==> src/design/stream_pkg.sv <==
package stream_pkg;

    // Widths of the fields carried by one input beat
    localparam int SAMPLE_WIDTH = 16;
    localparam int DEST_WIDTH   = 8;
    localparam int USER_WIDTH   = 8;

    // Width of the tagged output word
    localparam int WORD_WIDTH = 32;

    // Bits between the destination tag and the sample that repeat the sign bit
    localparam int EXTEND_WIDTH = WORD_WIDTH - DEST_WIDTH - SAMPLE_WIDTH;

    // Number of accepted beats of one stream that make up a frame
    localparam int FRAME_LENGTH = 8;
    localparam int COUNT_WIDTH  = $clog2(FRAME_LENGTH);

    // Width of the starvation monitor counter
    localparam int STARVE_WIDTH = 16;

    // One beat as it arrives from the acquisition front end
    typedef struct packed {
        logic [SAMPLE_WIDTH-1:0] data;
        logic [DEST_WIDTH-1:0]   dest;
        logic [USER_WIDTH-1:0]   user;
    } in_beat_t;

    // One beat of the merged, tagged output stream
    typedef struct packed {
        logic [WORD_WIDTH-1:0] data;
        logic [DEST_WIDTH-1:0] dest;
        logic [USER_WIDTH-1:0] user;
        logic                  last;
    } out_beat_t;

    // Decision of the arbiter for the current cycle
    // A source of zero means stream 1, one means stream 2
    typedef struct packed {
        logic     fire;
        logic     source;
        in_beat_t beat;
    } grant_t;

endpackage

==> src/design/stream_arbiter.sv <==
`timescale 1ns/1ps

module stream_arbiter (
    input  logic                                 clock,
    input  logic                                 reset,
    input  stream_pkg::in_beat_t                 in_1,
    input  logic                                 in_1_valid,
    output logic                                 in_1_ready,
    input  stream_pkg::in_beat_t                 in_2,
    input  logic                                 in_2_valid,
    output logic                                 in_2_ready,
    input  logic                                 slot_free,
    output stream_pkg::grant_t                   grant,
    output logic [stream_pkg::STARVE_WIDTH-1:0]  starve_count
);

    logic take_1;
    logic take_2;
    logic starved;

    // Stream 1 always has first claim on a free output slot
    always_comb begin
        in_1_ready = slot_free;
        in_2_ready = slot_free & ~in_1_valid;
    end

    // A transfer happens on whichever port sees valid and ready together
    always_comb begin
        take_1 = in_1_valid & in_1_ready;
        take_2 = in_2_valid & in_2_ready;
    end

    always_comb begin
        grant.fire = take_1 | take_2;
        // Stream 2 is named only when stream 1 has nothing to offer
        grant.source = ~in_1_valid;
        if (in_1_valid) begin
            grant.beat = in_1;
        end else begin
            grant.beat = in_2;
        end
    end

    // Stream 2 loses a cycle when it is waiting and stream 1 takes the slot
    assign starved = take_1 & in_2_valid;

    // Starvation monitor for the host
    // It saturates instead of wrapping so a long run never reads as small
    always_ff @(posedge clock) begin
        if (!reset) begin
            starve_count <= '0;
        end else if (starved && (starve_count != '1)) begin
            starve_count <= starve_count + 1'b1;
        end
    end

endmodule

==> src/design/frame_counter.sv <==
`timescale 1ns/1ps

module frame_counter (
    input  logic clock,
    input  logic reset,
    input  logic accept,
    output logic last
);

    localparam logic [stream_pkg::COUNT_WIDTH-1:0] FINAL_COUNT =
        stream_pkg::COUNT_WIDTH'(stream_pkg::FRAME_LENGTH - 1);

    // Number of beats of this stream already accepted in the current frame
    logic [stream_pkg::COUNT_WIDTH-1:0] count;
    logic                               frame_done;

    // The beat being accepted now completes the frame when the count is at its top
    assign frame_done = (count == FINAL_COUNT);

    // The mark is only meaningful while a beat of this stream is being taken
    assign last = accept & frame_done;

    always_ff @(posedge clock) begin
        if (!reset) begin
            count <= '0;
        end else if (accept) begin
            if (frame_done) begin
                // Start counting the next frame from its first beat
                count <= '0;
            end else begin
                count <= count + 1'b1;
            end
        end
    end

endmodule

==> src/design/sample_formatter.sv <==
`timescale 1ns/1ps

module sample_formatter (
    input  logic                  clock,
    input  logic                  reset,
    input  stream_pkg::grant_t    grant,
    input  logic                  last,
    output stream_pkg::out_beat_t out,
    output logic                  out_valid,
    input  logic                  out_ready,
    output logic                  slot_free
);

    stream_pkg::out_beat_t next_beat;
    logic                  sign_bit;

    assign sign_bit = grant.beat.data[stream_pkg::SAMPLE_WIDTH-1];

    // Output word layout, from the top down
    // The destination tag, then copies of the sign bit, then the raw sample
    always_comb begin
        next_beat.data = {
            grant.beat.dest,
            {stream_pkg::EXTEND_WIDTH{sign_bit}},
            grant.beat.data
        };
        next_beat.dest = grant.beat.dest;
        next_beat.user = grant.beat.user;
        next_beat.last = last;
    end

    // The register can take a new beat if it is empty or is handing off its beat now
    assign slot_free = ~out_valid | out_ready;

    always_ff @(posedge clock) begin
        if (!reset) begin
            out_valid <= 1'b0;
        end else if (grant.fire) begin
            out_valid <= 1'b1;
        end else if (out_ready) begin
            out_valid <= 1'b0;
        end
    end

    // The arbiter only fires into a free slot, so loading here never overwrites
    // a beat that is still waiting for the sink
    always_ff @(posedge clock) begin
        if (grant.fire) begin
            out <= next_beat;
        end
    end

endmodule

==> src/design/stream_merge_top.sv <==
`timescale 1ns/1ps

module stream_merge_top (
    input  logic                                clock,
    input  logic                                reset,
    input  stream_pkg::in_beat_t                in_1,
    input  logic                                in_1_valid,
    output logic                                in_1_ready,
    input  stream_pkg::in_beat_t                in_2,
    input  logic                                in_2_valid,
    output logic                                in_2_ready,
    output stream_pkg::out_beat_t               out,
    output logic                                out_valid,
    input  logic                                out_ready,
    output logic [stream_pkg::STARVE_WIDTH-1:0] starve_count
);

    stream_pkg::grant_t grant;
    logic               slot_free;
    logic               accept_1;
    logic               accept_2;
    logic               last_1;
    logic               last_2;
    logic               last;

    stream_arbiter arbiter (
        .clock        (clock),
        .reset        (reset),
        .in_1         (in_1),
        .in_1_valid   (in_1_valid),
        .in_1_ready   (in_1_ready),
        .in_2         (in_2),
        .in_2_valid   (in_2_valid),
        .in_2_ready   (in_2_ready),
        .slot_free    (slot_free),
        .grant        (grant),
        .starve_count (starve_count)
    );

    // Each counter only advances on beats taken from its own stream
    assign accept_1 = grant.fire & ~grant.source;
    assign accept_2 = grant.fire & grant.source;

    frame_counter frame_1 (
        .clock  (clock),
        .reset  (reset),
        .accept (accept_1),
        .last   (last_1)
    );

    frame_counter frame_2 (
        .clock  (clock),
        .reset  (reset),
        .accept (accept_2),
        .last   (last_2)
    );

    assign last = grant.source ? last_2 : last_1;

    sample_formatter formatter (
        .clock     (clock),
        .reset     (reset),
        .grant     (grant),
        .last      (last),
        .out       (out),
        .out_valid (out_valid),
        .out_ready (out_ready),
        .slot_free (slot_free)
    );

endmodule

==> config.mk <==
export PLATFORM = sky130hd
export DESIGN_NAME = stream_merge_top
export DESIGN_NICKNAME = d
export VERILOG_FILES = /design/src/design/stream_pkg.sv /design/src/design/stream_arbiter.sv /design/src/design/frame_counter.sv /design/src/design/sample_formatter.sv /design/src/design/stream_merge_top.sv
export SDC_FILE = /design/constraint.sdc
export NUM_CORES = 1
export LEC_CHECK = 0
export BUFFER_PORTS_ARGS = -buffer_cell sky130_fd_sc_hd__buf_2
export CELL_PAD_IN_SITES_DETAIL_PLACEMENT = 1
export CELL_PAD_IN_SITES_GLOBAL_PLACEMENT = 1
export CORE_ASPECT_RATIO = 2
export CORE_MARGIN = 3
export CORE_UTILIZATION = 30
export CTS_CLUSTER_DIAMETER = 200
export DETAILED_ROUTE_END_ITERATION = 16
export PLACE_DENSITY = 0.85
export SYNTH_ARGS = -nofsm -noshare
export SYNTH_HDL_FRONTEND = slang
export SYNTH_SLANG_ARGS = --single-unit
==> constraint.sdc <==
create_clock -name clock -period 2.24 [get_ports clock]
set_input_delay 0.448 -clock clock [delete_from_list [all_inputs] [get_ports clock]]
set_output_delay 0.448 -clock clock [all_outputs]
set_load 0.01 [all_outputs]
* Word level (Yosys, flattened, before mapping)
Cells that the tools add are included.
** Cells by class
- $add $sub $neg :: 3
- Equal/unequal tests :: 3
- Multiplexer cells :: 6
- Bitwise operators :: 12
- Reduce and logical (&&, ||, !) cells :: 2
** Operators with widths (number)
- $mux 32 :: 1
- $add 16x1->16 const B :: 1
- $ne 16x16->1 const B :: 1
- $and 1x1->1 :: 8
- $add 3x1->3 const B :: 2
- $eq 3x3->1 const B :: 2
- $mux 3 :: 2
- $mux 1 :: 3
- $not 1->1 :: 2
- $or 1x1->1 :: 2
- $reduce_bool 2->1 :: 1
- $logic_and 1x1->1 :: 1
** Storage, ports and cells
- Bits in registers :: 72
- Output and inout port bits :: 68
- Logic and storage cells :: 34

* Logic depth before layout (Yosys ltp)
- Depth in word-level cells :: 8
- Mapped depth :: 6
- Depth with buffers taken out :: 5

* Cells and area by module
From an unflattened synthesis, not the netlist that was laid out.
** Second synthesis, totals
- Cells, all modules :: 221
- Area total of the unflattened synthesis :: 2736.4 um2
** By module, submodules not included
- stream_arbiter :: instances 1, cells each 139, area each 1242.4 um2, sequential area each 320.3 um2
- sample_formatter :: instances 1, cells each 53, area each 1159.9 um2, sequential area each 1011.0 um2
- frame_counter :: instances 2, cells each 13, area each 151.4 um2, sequential area each 60.1 um2
- stream_merge_top :: instances 1, cells each 3, area each 31.3 um2, sequential area each 0.0 um2

* Worst setup path before layout
No wires, ideal clock.
- Kind :: input port to flip-flop
- From :: input port in_1_valid
- To :: register, netlist name formatter.out[0]
- Library setup time :: 0.484 ns
- Arrival :: 1.876 ns
- Data required time :: 1.756 ns
- Setup slack :: -0.120 ns
- Stages :: 5
- Cell sequence :: clkbuf_1 > clkbuf_1 > nor2_1 > nand2_1 > nand2_1
** RTL lines
- start: declaration :: line stream_merge_top.sv:7 : input logic in_1_valid,

* Worst setup path in the final report
- From :: register arbiter.starve_count[0] (netlist bit)
- To :: register arbiter.starve_count[6] (netlist bit)
** Between the ends
- Word-level cells in the longest chain between the ends :: 2
** Ends and longest elaborated chain
- start: declaration :: line stream_arbiter.sv:14 : output logic [stream_pkg::STARVE_WIDTH-1:0] starve_count
- start signal: assignment :: line stream_arbiter.sv:53 : starve_count <= starve_count + 1'b1;
- parallel branches: the longest is 2 deep, another holds $add 16x1->16
Several ways; the timed one is not identified.
A chain may end at the register's enable or synchronous reset.

==> key figures <==
Yosys
  • Count leader, synth: edfxtp_1
  • Most instantiated cells after synthesis: edfxtp_1 (33), mux2_2 (32), dfxtp_1 (23), nand2_1 (17)
  • Synth Net Count: 299
  • Number of synthesized flops with an enable pin: 33
  • Ranking of synthesized cells by area: edfxtp_1 (37%), dfxtp_1 (17%), mux2_2 (13%)
  • Area of the mapped netlist: 0.00267 mm^2
  • Fraction of post-synthesis cell area in the top cell type by area: 37.1%
  • Proportion of synthesized chip area in sequential cells: around 54%
  • Dominant synthesized flop cell: edfxtp_1
  • Average cell area after synthesis: 11.9 um^2
  • Cell type with the highest aggregate area in the netlist: edfxtp_1
  • Number of flip-flops and latches in the synthesized netlist: 56
  • Yosys synthesis warning count: 0
  • Synth unique cells: 33
  • Async set or reset register ratio after synthesis: 0%
  • Post-synthesis cell count: 225

Pwr
  • Worst-case vdd ir drop: 0.381 mV
  • Static Leakage: 1.49 nW
  • Power per Cell Area: 647 mW/mm^2

Worst setup path
  • Data required time of the critical path: 2.45 ns
  • Worst setup startpoint: arbiter.starve_count[0]
  • Arrival time at the worst endpoint: approximately 2.3 ns
  • Critical path peak fanout: 11
  • Crit path launch type: flip-flop
  • Reg-to-Reg Start: arbiter.starve_count[0]
  • Nature of the critical path endpoint: flip-flop
  • Crit Path Class: reg -> reg

Place
  • Routability congestion estimate from global placement: 0.819
  • Half-perimeter wire length after detailed placement: 6.05 mm
  • Buffers added on ports: 136
  • Setup slack after placement: around 0.17 ns

GRT
  • Wire length of the first global-routing pass: 11.4 mm
  • Number of antenna violations at the first check in global routing: 0
  • Vias in the first global route: 2316
  • All-layer global routing usage: roughly 15%
  • Total congestion overflow after global routing: 0
  • Maximum number of pins on one net before global-route repair: 36

STA
  • Share of the cycle needed by the critical path after routing: 93.1%
  • Hold Violations, Final: 0
  • Final critical-path required period: 2.09 ns
  • Finish-stage setup viols: 0
  • Final setup slack of the worst path: 0.154 ns
  • Transition time at the pin with the least slew margin: between 0.5 and 0.6 ns
  • Fmax achieved: ~480 MHz
  • Worst slew margin relative to its limit: 62.6%
  • Setup repair after global routing missed its margin: false
  • Aggregate negative setup slack: 0 ns
  • Slew Viols, Final: 0
  • Final worst clock skew: a little over 0.008 ns

Clocking
  • Worst-skew pair later-pin latency: 0.29 ns
  • CTS-repair resized insts: 0
  • Number of buffers added by the clock tree synthesis step: 5
  • Clock tree from TritonCTS: done
  • Number of sinks driven by the clock tree: 56
  • Maximum buffer depth of the clock tree: 2
  • Hold-fix buffer count after cts: 0
  • Number of H-tree levels: 2
  • Clock root buffer: clkbuf_16
  • Number of buffers added for setup after CTS: 0
  • Clock-pin slew reported for the worst setup and hold paths after clock tree synthesis: 0.07 ns

Routing
  • Violation count after the first detailed-routing iteration: 103
  • Final ANT Viol Nets: 0
  • Routed WL: 7.47 mm
  • Detailed-router iteration count before antenna repair: 4
  • Post-detailed-route via-to-cell ratio: 5.06
  • Remaining design rule violation count: 0
  • Wire per inst: 16.6 um
  • Total via count after detailed routing: between 2k and 2.5k

Floorplanning
  • Initial Util: 30.9%
  • Overall die width: 72.7 um
  • Die area: 0.0101 mm^2
  • I/O pins: 137
  • Standard cell core area: 0.00865 mm^2
  • Std cell rows: 48
  • Overall die height: ~140 um

Cells and area
  • Fillcell total: 994
  • N_diodes: 0
  • Area used by sequential logic in the layout: 0.00145 mm^2
  • Share of post-route cells with drive strength above 1: between 50 and 60%
  • Layout overhead on the synthesized area: 31.2%
  • Final nets: 423
  • Multi-input combinational cell area: approximately 0.0010 mm^2

Min path
  • Hold Path Origin: in_2[18]
  • Hold WC Path Type: in -> reg

Job
  • Max-cap violations: 0

Outcome
  • Run status: complete, no violations
==> registers in the layout (all words and copies together), names as in the netlist <==
| signal | flops |
|---|---|
| formatter.out | 33 |
| arbiter.starve_count | 16 |
| frame_1.count | 3 |
| frame_2.count | 3 |
| formatter.out_valid | 1 |
==> metal layers <==
layer	routed length, um	vias up	part of all wire, %	GRT usage (%)
met5	0	-	0	0
met4	170	0	2.3	6.13
met3	693	14	9.3	3.62
met2	4210	118	56	28.6
met1	2400	1068	32	13.2
li1	-	1075	-	-
==> worst max-delay path, cell delays in order, from the launching register on <==
cell	delay [ns]
dfxtp_1	0.40
ha_1	0.20
nand3_1	0.14
or3_1	0.53
or4_1	0.56
a21oi_1	0.17
==> where the power goes <==
part / internal [W] / switching, W / leakage [nW]
Sequential: 0.00116 / 0.0000230 / 0.511
Clock: 0.000413 / 0.000352 / 0.0716
Combinational: 0.000151 / 0.000163 / 0.905
Total: 0.00173 / 0.000538 / 1.49
==> path summary, 6_finish.rpt <==
kind	endpoint	slack, ns	cells after the start
min	formatter.out[19]	0.46	2
min reg2reg	frame_1.count[1]	0.46	2
max	arbiter.starve_count[6]	0.15	5
max reg2reg	arbiter.starve_count[6]	0.15	5
==> cell families (layout without fill, tap and decap cells) <==
group	after synthesis	count (layout)	synth area share, %
buf+inv	29	154	6.65
flops	56	56	54.4
mux	38	38	15.7
fa+ha+maj	5	5	2.34
compound gates	29	29	6.51
simple gates	68	68	14.4
==> cell usage in the layout (no fill, tap or decap), types with 2 or more instances in the layout <==
cell type / netlist / final
or3_1: 4 / 4
o31ai_1: 8 / 8
nor3_1: 2 / 2
dfxtp_1: 23 / 23
ha_1: 5 / 5
edfxtp_1: 33 / 33
o21ai_0: 3 / 3
a21oi_1: 16 / 16
and4_1: 2 / 2
clkbuf_16: 0 / 5
nand4_1: 6 / 6
or4_1: 8 / 8
buf_4: 16 / 6
nand3_1: 6 / 6
inv_1: 3 / 3
buf_2: 1 / 136
nand2b_1: 5 / 5
nand2_1: 17 / 16
nor2_1: 6 / 6
mux2_2: 32 / 32
clkinv_1: 1 / 2
or2_2: 2 / 2
mux2i_1: 6 / 6
nor4_1: 4 / 4
==> final cells by class <==
cell class | count | share of cell area, %
Tap cell | 100 | 3.57
Clock inverter | 3 | 0.500
Sequential cell | 56 | 41.4
Multi-Input combinational cell | 140 | 29.8
Inverter | 4 | 0.429
Clock buffer | 5 | 3.57
Timing Repair Buffer | 142 | 20.7
==> per-stage QoR <==
stage / hold WS, ns / cells / util, % / total power, W / instance area [um^2]
after global placement: 0.451 / 442 / 38.9 / 0.00152 / 3360
final: 0.459 / 450 / 40.5 / 0.00227 / 3500
after floorplan: 0.440 / 225 / - / 0.00139 / 2670
after global routing: 0.448 / 450 / 40.5 / 0.00238 / 3500
after CTS: 0.448 / 450 / 40.5 / 0.00231 / 3500
after detailed placement: 0.453 / 442 / 38.9 / 0.00153 / 3360
Note: power is estimated with default switching activity, not from simulation.
